File: config.mk
export PLATFORM = sky130hd
export DESIGN_NAME = fpAddTop
export DESIGN_NICKNAME = d
export VERILOG_FILES = /design/src/design/fpAddPkg.sv /design/src/design/fpAlign.sv /design/src/design/fpMantAdd.sv /design/src/design/fpNormalize.sv /design/src/design/fpAddTop.sv
export SDC_FILE = /design/constraint.sdc
export NUM_CORES = 1
export LEC_CHECK = 0
export ABC_AREA = 1
export ABC_CLOCK_PERIOD_IN_PS = 13800
export BUFFER_PORTS_ARGS = -buffer_cell sky130_fd_sc_hd__buf_2
export CAP_MARGIN = 5
export CELL_PAD_IN_SITES_DETAIL_PLACEMENT = 1
export CELL_PAD_IN_SITES_GLOBAL_PLACEMENT = 2
export CORE_MARGIN = 3
export CORE_UTILIZATION = 37
export CTS_CLUSTER_DIAMETER = 200
export DETAILED_ROUTE_END_ITERATION = 16
export PLACE_DENSITY = 0.85
export SETUP_SLACK_MARGIN = 0.05
export SYNTH_ARGS = -nofsm -noshare
export SYNTH_HDL_FRONTEND = slang
export SYNTH_SLANG_ARGS = --single-unit
File: constraint.sdc
create_clock -name clk -period 13.8 [get_ports clk]
set_clock_uncertainty 0.15 [all_clocks]
set_input_delay 2.76 -clock clk [delete_from_list [all_inputs] [get_ports clk]]
set_output_delay 2.76 -clock clk [all_outputs]
set_load 0.05 [all_outputs]
File: src/design/fpAddPkg.sv
// Shared widths, field types and stage structs for the pipelined single-precision adder
`default_nettype none

package fpAddPkg;

    // IEEE-754 single precision field sizes
    localparam int expWidth = 8;
    localparam int fracWidth = 23;
    localparam int expMax = 255;

    // Mantissa bits plus guard and round
    // Also the alignment shift at which only sticky is left
    localparam int alignLimit = fracWidth + 3;

    typedef logic [31:0] floatWord;
    typedef logic [expWidth-1:0] expField;
    typedef logic [fracWidth-1:0] fracField;

    // Fraction with the implicit one in front
    typedef logic [fracWidth:0] mantissa;

    // Alignment shift or leading-zero count
    typedef logic [4:0] shiftCount;

    // Operation as presented at the top level
    typedef struct packed {
        floatWord a;
        floatWord b;
        logic     sub;
    } fpOperands;

    // Align stage output
    typedef struct packed {
        logic    valid;
        mantissa largeMant;
        mantissa smallMant;
        expField largeExp;
        logic    largeSign;
        logic    effSub;
        logic    guardBit;
        logic    roundBit;
        logic    stickyBit;
    } alignedOps;

    // Add stage output, feeds normalize and round
    typedef struct packed {
        logic    valid;
        mantissa alignedResult;
        logic    carryOut;
        expField exponentOut;
        logic    alignedSign;
        logic    guardBit;
        logic    roundBit;
        logic    stickyBit;
    } sumResult;

endpackage

`default_nettype wire

File: src/design/fpAlign.sv
// First adder stage that unpacks, orders and aligns both operands, registered once
`default_nettype none
`timescale 1ns/1ps

module fpAlign (
    input  logic                 clk,
    input  logic                 rstN,
    input  logic                 inValid,
    input  fpAddPkg::fpOperands  ops,
    output fpAddPkg::alignedOps  aligned
);
    import fpAddPkg::*;

    expField   expA;
    expField   expB;
    fracField  fracA;
    fracField  fracB;
    mantissa   mantA;
    mantissa   mantB;
    logic      signA;
    logic      signB;
    logic      aIsLarger;

    expField   largeExp;
    expField   smallExp;
    mantissa   largeMant;
    mantissa   smallMant;
    expField   expDiff;
    shiftCount shiftAmt;

    // Smaller mantissa followed by room for every bit shifted out
    logic [fracWidth+alignLimit:0] shiftBuf;

    alignedOps alignedNext;

    // Unpack fields, zero exponent flushes to zero
    always_comb
    begin
        expA  = ops.a[fracWidth+expWidth-1:fracWidth];
        expB  = ops.b[fracWidth+expWidth-1:fracWidth];
        fracA = ops.a[fracWidth-1:0];
        fracB = ops.b[fracWidth-1:0];
        signA = ops.a[fracWidth+expWidth];
        // Subtract is an add with B negated
        signB = ops.b[fracWidth+expWidth] ^ ops.sub;

        mantA = (expA == '0) ? '0 : {1'b1, fracA};
        mantB = (expB == '0) ? '0 : {1'b1, fracB};
    end

    // Order by exponent first, then by mantissa
    always_comb
    begin
        aIsLarger = (expA > expB) || ((expA == expB) && (mantA >= mantB));

        if (aIsLarger)
        begin
            largeExp  = expA;
            smallExp  = expB;
            largeMant = mantA;
            smallMant = mantB;
        end
        else
        begin
            largeExp  = expB;
            smallExp  = expA;
            largeMant = mantB;
            smallMant = mantA;
        end
    end

    // Right shift of the smaller mantissa
    always_comb
    begin
        expDiff = largeExp - smallExp;

        // Past alignLimit every bit lands in sticky anyway
        if (expDiff >= alignLimit)
            shiftAmt = shiftCount'(alignLimit);
        else
            shiftAmt = shiftCount'(expDiff);

        shiftBuf = {smallMant, {alignLimit{1'b0}}} >> shiftAmt;
    end

    always_comb
    begin
        alignedNext.valid     = inValid;
        alignedNext.largeMant = largeMant;
        alignedNext.smallMant = shiftBuf[fracWidth+alignLimit:alignLimit];
        alignedNext.largeExp  = largeExp;
        alignedNext.largeSign = aIsLarger ? signA : signB;
        alignedNext.effSub    = signA ^ signB;

        // First two bits out are guard and round, the rest fold into sticky
        alignedNext.guardBit  = shiftBuf[alignLimit-1];
        alignedNext.roundBit  = shiftBuf[alignLimit-2];
        alignedNext.stickyBit = |shiftBuf[alignLimit-3:0];
    end

    always_ff @(posedge clk or negedge rstN)
    begin
        if (!rstN)
            aligned <= '0;
        else
            aligned <= alignedNext;
    end

endmodule

`default_nettype wire

File: src/design/fpMantAdd.sv
// Second adder stage that adds or subtracts the aligned mantissas, registered once
`default_nettype none
`timescale 1ns/1ps

module fpMantAdd (
    input  logic                 clk,
    input  logic                 rstN,
    input  fpAddPkg::alignedOps  aligned,
    output fpAddPkg::sumResult   sum
);
    import fpAddPkg::*;

    // Carry position, mantissa, then guard, round and sticky
    logic [fracWidth+4:0] largeExt;
    logic [fracWidth+4:0] smallExt;
    logic [fracWidth+4:0] total;
    logic                 cancelled;

    sumResult sumNext;

    always_comb
    begin
        largeExt = {1'b0, aligned.largeMant, 3'b000};
        smallExt = {1'b0, aligned.smallMant, aligned.guardBit, aligned.roundBit,
                    aligned.stickyBit};

        // The larger magnitude is always the minuend, so no sign flip here
        // Borrow runs through the guard, round and sticky bits as well
        if (aligned.effSub)
            total = largeExt - smallExt;
        else
            total = largeExt + smallExt;

        cancelled = aligned.effSub && (total == '0);
    end

    always_comb
    begin
        sumNext.valid         = aligned.valid;
        sumNext.alignedResult = total[fracWidth+3:3];
        sumNext.carryOut      = total[fracWidth+4];
        sumNext.exponentOut   = aligned.largeExp;
        // Exact cancellation always yields +0
        sumNext.alignedSign   = cancelled ? 1'b0 : aligned.largeSign;
        sumNext.guardBit      = total[2];
        sumNext.roundBit      = total[1];
        sumNext.stickyBit     = total[0];
    end

    always_ff @(posedge clk or negedge rstN)
    begin
        if (!rstN)
            sum <= '0;
        else
            sum <= sumNext;
    end

endmodule

`default_nettype wire

File: src/design/fpNormalize.sv
// Last adder stage that renormalizes, rounds to nearest even and packs the result
`default_nettype none
`timescale 1ns/1ps

module fpNormalize (
    input  logic                clk,
    input  logic                rstN,
    input  fpAddPkg::sumResult  sum,
    output logic                outValid,
    output fpAddPkg::floatWord  result
);
    import fpAddPkg::*;

    shiftCount                   lzCount;
    logic                        isZero;
    logic [fracWidth+3:0]        normBits;
    logic signed [expWidth+1:0]  expWork;
    logic                        roundUp;
    logic [fracWidth+1:0]        roundedMant;
    fracField                    fracOut;
    floatWord                    resultNext;

    // Leading zeros over mantissa, guard and round
    function automatic shiftCount countZeros(input logic [alignLimit-1:0] bits);
        shiftCount count;
        logic      found;
        count = shiftCount'(alignLimit);
        found = 1'b0;
        for (int i = alignLimit - 1; i >= 0; i--)
        begin
            if (!found && bits[i])
            begin
                count = shiftCount'(alignLimit - 1 - i);
                found = 1'b1;
            end
        end
        return count;
    endfunction

    always_comb
    begin
        lzCount = countZeros({sum.alignedResult, sum.guardBit, sum.roundBit});
        isZero  = !sum.carryOut && (sum.alignedResult == '0) && !sum.guardBit &&
                  !sum.roundBit && !sum.stickyBit;

        if (sum.carryOut)
        begin
            // One step right, the lost LSB becomes guard
            normBits = {sum.carryOut, sum.alignedResult, sum.guardBit,
                        sum.roundBit | sum.stickyBit};
            expWork  = $signed({2'b00, sum.exponentOut}) + 10'sd1;
        end
        else
        begin
            // Guard and round shift in behind the mantissa
            normBits = {sum.alignedResult, sum.guardBit, sum.roundBit, sum.stickyBit}
                       << lzCount;
            expWork  = $signed({2'b00, sum.exponentOut}) - $signed({5'b00000, lzCount});
        end

        // Nearest even, ties go to an even LSB
        roundUp     = normBits[2] & (normBits[1] | normBits[0] | normBits[3]);
        roundedMant = {1'b0, normBits[fracWidth+3:3]} + {{(fracWidth+1){1'b0}}, roundUp};

        // A rounding carry leaves only zeros below the new leading one
        fracOut = roundedMant[fracWidth-1:0];

        if (isZero)
            resultNext = {sum.alignedSign, {expWidth{1'b0}}, {fracWidth{1'b0}}};
        else if (expWork <= 0)
            // Underflow is checked before rounding
            resultNext = {sum.alignedSign, {expWidth{1'b0}}, {fracWidth{1'b0}}};
        else if ((expWork + (roundedMant[fracWidth+1] ? 10'sd1 : 10'sd0)) >= expMax)
            resultNext = {sum.alignedSign, {expWidth{1'b1}}, {fracWidth{1'b0}}};
        else
            resultNext = {sum.alignedSign,
                          expField'(expWork + (roundedMant[fracWidth+1] ? 10'sd1 : 10'sd0)),
                          fracOut};
    end

    always_ff @(posedge clk or negedge rstN)
    begin
        if (!rstN)
        begin
            outValid <= 1'b0;
            result   <= '0;
        end
        else
        begin
            outValid <= sum.valid;
            result   <= resultNext;
        end
    end

endmodule

`default_nettype wire

File: src/design/fpAddTop.sv
// Top of the three-stage floating-point adder, three cycles from input to result
`default_nettype none
`timescale 1ns/1ps

module fpAddTop (
    input  logic                 clk,
    input  logic                 rstN,
    input  logic                 inValid,
    input  fpAddPkg::fpOperands  ops,
    output logic                 outValid,
    output fpAddPkg::floatWord   result
);
    import fpAddPkg::*;

    // Stage boundaries, each struct carries its own valid
    alignedOps alignedStage;
    sumResult  sumStage;

    // Unpack, swap and align
    fpAlign uAlign (
        .clk     (clk),
        .rstN    (rstN),
        .inValid (inValid),
        .ops     (ops),
        .aligned (alignedStage)
    );

    // Mantissa add or subtract
    fpMantAdd uMantAdd (
        .clk     (clk),
        .rstN    (rstN),
        .aligned (alignedStage),
        .sum     (sumStage)
    );

    // Renormalize, round and pack
    fpNormalize uNormalize (
        .clk      (clk),
        .rstN     (rstN),
        .sum      (sumStage),
        .outValid (outValid),
        .result   (result)
    );

endmodule

`default_nettype wire

Yosys cells after proc, flatten, opt, wreduce, memory -nomap -nowiden
Cells that the tools add are included.

Reductions and logical operators: 66. Add/sub/neg operators: 8. Shift operators: 2. Multiplexer cells: 68. Equal/unequal tests: 1. Bitwise gates (word level): 6. Magnitude comparators: 5.

Operators by type and width (number): two-way mux 5 bit (27); two-way mux 24 bit (4); two-way mux 31 bit (3); >> shifter 50 x 5 -> 50 bit (1); greater-or-equal comparator 32 x 9 -> 1 bit, second input constant (1); logical AND 1 bit (31); zero test 1 bit (29); two-way mux 1 bit (29); adder 27 x 27 -> 28 bit (1); zero test 28 bit (1); two-way mux 28 bit (1); subtractor 27 x 27 -> 28 bit (1); two-way mux 27 bit (1); << shifter 27 x 5 -> 27 bit (1); adder 24 x 1 -> 25 bit (1); greater-or-equal comparator 24 bit (1); zero test 24 bit (1); OR reduction 24 bit (1); zero test 8 bit (2); two-way mux 8 bit (2); adder 10 x 2 -> 11 bit (1); <= comparator 10 x 1 -> 1 bit, second input constant (1); two-way mux 10 bit (1); adder 8 x 1 -> 9 bit, second input constant (1); other kinds (10) (13).

Word-level logic and storage cells: 175. Input port bits: 68. Register bits after elaboration: 133. Output and inout port bits: 33.

Depth between registers and ports, before layout
Gate-level depths: netlist of run 1.

Depth in word-level cells: 88. Gate-level depth with buffers: 44.

Modules after synthesis
Synthesis of run 1 repeated with hierarchy kept, for this count alone.

Cells, all modules: 2447. Area total of the unflattened synthesis: 14582.7 µm².

Modules (own cells, without submodules): fpAlign (instances 1, cells each 830, area an instance 5348.9 µm²); fpMantAdd (instances 1, cells each 852, area an instance 4829.6 µm²); fpNormalize (instances 1, cells each 765, area an instance 4404.2 µm²).

Least setup slack after synthesis of run 1
OpenSTA, ideal clock, no wires.

Kind: input-to-reg. From: input port ops[60] (netlist bit). To: register, netlist name uAlign.aligned[0]. Library setup time: 0.125 ns. Stages: 35. Arrival time: 6.628 ns. Data required time: 13.525 ns. Slack: 6.896 ns. Path through: inv_1 -> nand4_1 -> nor2_1 -> clkbuf_1 -> nor2_1 -> ha_1 -> a21o_1 -> nor2_1 -> nand2_1 -> a21oi_1 -> nand4_1 -> buf_2 -> nand3_1 -> nand3_1 -> ha_1 -> inv_1 -> nand2_1 -> nand2_1 -> nand3b_1 -> nand2_1 -> nor2_1 -> nor2_4 -> nand2_1 -> a21oi_1 -> buf_2 -> buf_2 -> nand2_1 -> nand2_1 -> nand2_1 -> nand2_1 -> nand2_1 -> nor2_1 -> nand2_1 -> nand2_1 -> nand3_1.

RTL lines: start, declared (line fpAddTop.sv:9) `input fpAddPkg::fpOperands ops,`.

==> impl_metrics.tcl, run 1 <==
set metrics [dict create \
    synth_fp_nets 2135 \
    syn_to_final_growth_pct 11.1 \
    sw_frac_of_total_pct 50.9 \
    dp_slack_ns 3.77 \
    grt_pass1_wl_um 71700 \
    met3_usage_pct 2.29 \
    post_drt_wl_per_cell_um 18.0 \
    hpwl_um 35800 \
    wl_um 44800 \
    top_usage_layer "met2" \
    arrival_ns 9.81 \
    syn_area_per_cell_um2 6.43 \
    peakVddDrop_mv 0.101 \
    nNetsFinal 2190 \
    crit_top_cell "nand2_1" \
    ant_nets 0 \
    htreeDepth 4 \
    viasPerCell 5.36 \
    fin_cells 2489 \
    synthAdderAreaFrac_pct 9.40 \
    synth_top_area_share_pct 26.3 \
    status "finished clean" \
    seqPwrFrac_pct 24.0 \
    hold_class "reg2reg" \
    cts_setup_buffers 0 \
    holdBufCountCts 0 \
    p_per_area_nw_per_um2 167 \
    clock_latency_ns 0.44 \
    dp_cells 2457 \
    r2r_cells 39 \
    min_period_ns 9.65 \
    tightest_slew_ns 0.996 \
    critPathLaunchType "primary input" \
    syn_area_um2 12700 \
    ys_types 63 \
    core_um2 33600 \
    endpoint "uAlign.aligned[0]" \
    fin_area_um2 14100 \
    place.gp.congestion 0.905 \
    cpPeakStageDelay_ns 0.62 \
    numCtsBuffers 17 \
    p_sw_mw 1.20 \
    synth-edff-count 0 \
    yosys.area.top_type "dfrtp_1" \
    io_buffers 100 \
    synthSimpleGateAreaFrac_pct 38.4 \
    antenna_cells 0 \
    critical_path_class "in2reg" \
    clockBufferDepth 2 \
    maxSlewViolCount 0 \
    clockRootBuffer "clkbuf_16" \
    cts.repair.resized 0 \
    grt_max_degree 71 \
    relSlewSlack_pct 33.4 \
    fp.dieH_um 191 \
    power_leakage_nw 7.29 \
    clkPwrFrac_pct 21.0 \
    ys_ff_latch 133 \
    synth_xor_area_share_pct 2.56 \
    maxCapViolCount 0 \
    synth_cells 1973 \
    layout.cells.most_common "nand2_1" \
    num_vias 13300 \
    end_kind "register" \
    r2r-end "uNormalize.result[9]" \
    final.setup.tns_ns 0 \
    hold_viol 0 \
    setup_viol 0 \
    grt_use_met2_pct 44.9 \
    cts.sinks 133 \
    drc 0 \
    synth.yosys.seq_area_share_pct 26.3 \
    synthFlopType "dfrtp_1" \
    synth_warnings 0 \
    p_comb_share_pct 55.0 \
    cp_max_fo 53 \
    regToRegSetupSlack_ns 6.32 \
    ios 101 \
    internal-power_mw 1.16 \
    setup_slack_ns 4.15 \
    synth_top_family_by_area "simple AND/OR/NAND/NOR gates" \
    clkTransAtPathRegs_ns 0.06 \
    drtIter0Drc 775 \
    drive_gt1_share_pct 9.70 \
    synthMuxAreaShare_pct 0.158 \
    reg2reg_from "uMantAdd.sum[36]" \
    synthArstFlopShare_pct 100 \
    grt_overflow 0 \
    grt_usage_pct 24.7 \
    mostFrequentLayoutCells "nand2_1, nand3_1, inv_1" \
    cp_top_family "simple AND/OR/NAND/NOR gates" \
    rows 67 \
    cts_tree "done" \
    grt_use_met1_pct 30.6 \
    place_area_um2 13500 \
    crit_start "ops[27]" \
    max_freq_ghz 0.104 \
    synth_compound_area_share_pct 13.0 \
    crit_cells 34 \
    crit_slowest_cell "nand3_2" \
    synthTopCellsByArea "dfrtp_1, nand2_1, nand3_1" \
    period_share_pct 70.0 \
    critical_path_buf_inv_count 8 \
    first_pass_iters 5 \
    grt_pass1_vias 13700 \
    start_util_pct 37.7 \
    grt_setup_unrepaired "no" \
    crit_required_ns 13.96 \
    antenna_found_initial 1 \
    die_x_um 191 \
    dieArea_um2 36500 \
]
-- worst min-delay path by stage --
stage / cells after the start / slack, ns / end / start
final: 0 / 0.20 / uNormalize.result[31] / uMantAdd.sum[3]
after global routing: 0 / 0.21 / uNormalize.outValid / uMantAdd.sum[37]
after CTS: 0 / 0.20 / uNormalize.result[31] / uMantAdd.sum[3]
after detailed placement: 0 / 0.19 / uMantAdd.sum[6] / uAlign.aligned[7]
after global placement: 0 / 0.18 / uMantAdd.sum[37] / uAlign.aligned[61]
after floorplan: 0 / 0.18 / uMantAdd.sum[10] / uAlign.aligned[11]
-- cell families (layout without fill, tap and decap cells) --
family	after synthesis	in the layout
and+or+nand+nor	1090	1090
buffers and inverters	322	390
AOI/OAI and AO/OA	295	295
DFF	133	133
adders and majority gates	94	94
xor gates and xnor gates	37	37
muxes	2	2
-- registers in the layout (all words and copies together), names as in the netlist --
signal and flops:
uMantAdd.sum 38, uNormalize.outValid 1, uNormalize.result 32, uAlign.aligned 62
-- through the flow --
stage / power [mW] / utilization (%) / hold WS [ns]
after floorplan: 1.53 / - / 0.181
after global placement: 1.84 / 40.0 / 0.183
after detailed placement: 1.87 / 40.0 / 0.187
after CTS: 2.37 / 41.9 / 0.199
after global routing: 2.56 / 41.9 / 0.210
final: 2.36 / 41.9 / 0.196
-- synth_stat cells, drive strengths merged (2+ instances only) --
library cell	instances
nand2	545
nand3	269
inv	244
nor2	176
dfrtp	133
o21ai	122
a21oi	96
ha	92
nand4	58
clkbuf	44
xor2	32
buf	29
o22ai	26
nor3	19
nor4	13
o211ai	10
a31oi	6
o21a	6
a211oi	5
clkinv	5
o31ai	5
xnor2	5
a21boi	4
and3	4
o21bai	4
a21o	3
and2	2
fa	2
mux2i	2
nand3b	2
-- final cells by class --
cell class | instances | area, um^2
fill | 4515 | 19500
multi-input combinational | 1518 | 8050
sequential | 133 | 3330
clock inverter | 12 | 179
tap | 448 | 561
clock buffer | 20 | 447
timing repair buffer | 109 | 574
inverter | 249 | 943
-- metal layers --
metal  vias to the layer above  part of all wire (%)
met5                         -                     0
li1                       6633                     -
met3                        54                   2.5
met1                      6434                    44
met4                         0                   2.9
met2                       222                    50
-- worst reg2reg max path: cells and delay by family, from the launching register on --
| kind | cells | cell delay [ns] |
|---|---|---|
| flip-flops | 1 | 0.43 |
| AO/OA/AOI/OAI | 5 | 0.86 |
| buffers and inverters | 5 | 1.07 |
| adder cells (fa/ha/maj) | 2 | 0.43 |
| AND/OR/NAND/NOR | 27 | 4.44 |
-- power by group through the flow --
stage	registers (mW)	logic, mW	clock network [mW]
after floorplan	0.708	0.825	0
after global placement	0.570	1.27	0
after detailed placement	0.573	1.29	0
after CTS	0.567	1.30	0.505
after global routing	0.579	1.46	0.521
final	0.565	1.30	0.496
(Power assumes the default switching activity.)
==> run 2: changes to the inputs <==
--- a/config.mk
+++ b/config.mk
@@ -5,8 +5,8 @@
 export SDC_FILE = /design/constraint.sdc
 export NUM_CORES = 1
 export LEC_CHECK = 0
-export ABC_AREA = 1
-export ABC_CLOCK_PERIOD_IN_PS = 13800
+export ABC_AREA = 0
+export ABC_CLOCK_PERIOD_IN_PS = 10020
 export BUFFER_PORTS_ARGS = -buffer_cell sky130_fd_sc_hd__buf_2
 export CAP_MARGIN = 5
 export CELL_PAD_IN_SITES_DETAIL_PLACEMENT = 1
@@ -15,7 +15,7 @@
 export CORE_UTILIZATION = 37
 export CTS_CLUSTER_DIAMETER = 200
 export DETAILED_ROUTE_END_ITERATION = 16
-export PLACE_DENSITY = 0.85
+export PLACE_DENSITY = 0.79
 export SETUP_SLACK_MARGIN = 0.05
 export SYNTH_ARGS = -nofsm -noshare
 export SYNTH_HDL_FRONTEND = slang
==> constraint.sdc (replaced) <==
create_clock -name clk -period 10.02 [get_ports clk]
set_clock_uncertainty 0.15 [all_clocks]
set_input_delay 2.004 -clock clk [delete_from_list [all_inputs] [get_ports clk]]
set_output_delay 2.004 -clock clk [all_outputs]
set_load 0.05 [all_outputs]
==> run 2 against run 1 <==
Compared with the run above:
- global-route usage decreased by 0.92 points
- wire length decreased by 4.1%
- sequential power increased by 45%
==> impl_metrics.tcl, run 2 <==
set metrics [dict create \
    min_from "uAlign.aligned[10]" \
    reg2reg_from "uMantAdd.sum[28]" \
    dieArea_um2 36000 \
    final_core_util_pct 42.4 \
    seqCellArea_um2 3330 \
    hold_viol 0 \
    synth_cells 1603 \
    critPathLaunchType "primary input" \
    core_um2 32900 \
    critical_path_class "in2reg" \
    drtIter0Drc 928 \
    place_area_um2 13300 \
    numCtsBuffers 17 \
    ant_nets 0 \
    drive_gt1_share_pct 12.4 \
    wl_um 43000 \
    dp_cells 2082 \
    synthFlopType "dfrtp_1" \
    drc 0 \
    grt_pass1_vias 12500 \
    cts.sinks 133 \
    ios 101 \
    r2r_cells 23 \
    syn_area_per_cell_um2 7.79 \
    viasPerCell 5.80 \
    relSlewSlack_pct 33.4 \
    ys_types 103 \
    clockRootBuffer "clkbuf_16" \
    grt_max_degree 83 \
    tightest_slew_ns 0.999 \
    syn_to_final_growth_pct 11.5 \
    cp_top_family "compound AO/OA/AOI/OAI gates" \
    clock_latency_ns 0.42 \
    hold_class "reg2reg" \
    period_share_pct 88.2 \
    holdBufCountCts 0 \
    clockBufferDepth 2 \
    cts.repair.resized 0 \
    largest_register "uAlign.aligned" \
    crit_slowest_cell "and2_1" \
    die_x_um 190 \
    clkTransAtPathRegs_ns 0.06 \
    whs_path_depth 0 \
    maxSlewViolCount 0 \
    nNetsFinal 1821 \
    nFillCells 4101 \
    cts_setup_buffers 0 \
    multiInputGateArea_um2 8370 \
    maxCapViolCount 0 \
    fin_cells 2114 \
    grt_pass1_wl_um 68900 \
    setup_viol 0 \
    io_buffers 100 \
    synthTopCellsByArea "dfrtp_1, ha_1, nand2_1" \
    yosys.area.top_type "dfrtp_1" \
    synth_top_area_share_pct 26.7 \
    crit_required_ns 10.17 \
    synthArstFlopShare_pct 100 \
    synthTopCellsByCount "nand2_1, nor2_1, dfrtp_1" \
    cp_max_fo 26 \
    min_period_ns 8.84 \
    start_util_pct 38.0 \
    syn_area_um2 12500 \
    cts_tree "done" \
    grt_usage_pct 23.7 \
    fp.dieH_um 190 \
    yosysMostFrequentCell "nand2_1" \
    num_vias 12300 \
    final.setup.tns_ns 0 \
    reg.largest.list "uAlign.aligned x62, uMantAdd.sum x38, uNormalize.result x32" \
    power_leakage_nw 6.21 \
    critical_path_buf_inv_count 3 \
    rows 66 \
    htreeDepth 4 \
    grt_overflow 0 \
    place.gp.congestion 0.935 \
    synth_warnings 0 \
    first_pass_iters 5 \
    mostFrequentLayoutCells "nand2_1, nor2_1, dfrtp_1" \
    layout.cells.most_common "nand2_1" \
    min_to "uMantAdd.sum[9]" \
    fin_area_um2 13900 \
    hpwl_um 34700 \
    synth_fp_nets 1765 \
    end_kind "register" \
    ys_ff_latch 133 \
    fin_hold_ws_ns 0.197 \
    synth-edff-count 0 \
    regToRegSetupSlack_ns 1.54 \
    r2r-end "uNormalize.result[10]" \
    peakVddDrop_mv 0.152 \
    antenna_found_initial 2 \
    max_freq_ghz 0.113 \
    status "finished clean" \
    synth.yosys.seq_area_share_pct 26.7 \
    antenna_cells 0 \
    post_drt_wl_per_cell_um 20.3 \
    grt_setup_unrepaired "no" \
    cpPeakStageDelay_ns 0.65 \
    p_per_area_nw_per_um2 217 \
    arrival_ns 8.99 \
    largest_register_ffs 62 \
]
[run 2: cell types whose count changed in the layout (fill, tap and decap cells not counted), sizes merged, moves of 12 or more]
| cell | before | now |
|---|---|---|
| buf | 109 | 121 |
| nand2 | 545 | 200 |
| a31oi | 6 | 29 |
| nand3 | 269 | 38 |
| nand4 | 58 | 10 |
| a21oi | 96 | 109 |
| nand2b | 0 | 21 |
| mux2i | 2 | 45 |
| a211oi | 5 | 31 |
| nor3 | 19 | 51 |
| xnor2 | 5 | 40 |
| o31ai | 5 | 17 |
| inv | 244 | 111 |
[run 2: where the power goes]
part	leakage (nW)	switching [mW]	internal, mW
registers	1.62	0.146	0.673
clock network	0.279	0.245	0.369
logic	4.31	1.06	0.525
[run 2: logic make-up after synthesis]
kind of cell	Yosys count	synth area share (%)
buf+inv	195	6.32
simple gates	580	22.1
mux	60	5.80
compound gates	477	25.1
fa+ha+maj	94	9.54
flops	133	26.7
xor+xnor	64	4.49
[run 2: worst max-delay path by stage]
stage,from,endpoint,cells past startpoint
final,ops[61],uAlign.aligned[0],27
after global routing,ops[61],uAlign.aligned[0],27
after CTS,ops[27],uAlign.aligned[0],26
after detailed placement,ops[27],uAlign.aligned[0],26
after global placement,ops[27],uAlign.aligned[0],26
after floorplan,ops[26],uAlign.aligned[0],34
[run 2: layer usage]
| layer | global-route usage [%] | share of wire (%) |
|---|---|---|
| met5 | 0 | 0.030 |
| met4 | 6.26 | 1.8 |
| met3 | 2.49 | 2.9 |
| met2 | 40.6 | 48 |
| met1 | 32.1 | 47 |
[run 2: area by class of cell]
class | instances | share of cell area [%]
Timing Repair Buffer | 121 | 4.77
Sequential cell | 133 | 23.9
Clock buffer | 18 | 3.08
Clock inverter | 14 | 1.10
Multi-Input combinational cell | 1275 | 60.1
Inverter | 111 | 3.05
Tap cell | 442 | 3.97
[run 2: stage by stage]
| stage | worst slack (ns) | power (mW) |
|---|---|---|
| CTS | 1.21 | 3.04 |
| global placement | 0.911 | 2.38 |
| global route | 0.712 | 3.22 |
| detailed placement | 0.760 | 2.41 |
| floorplan | 1.33 | 1.95 |
| finish | 1.18 | 3.02 |
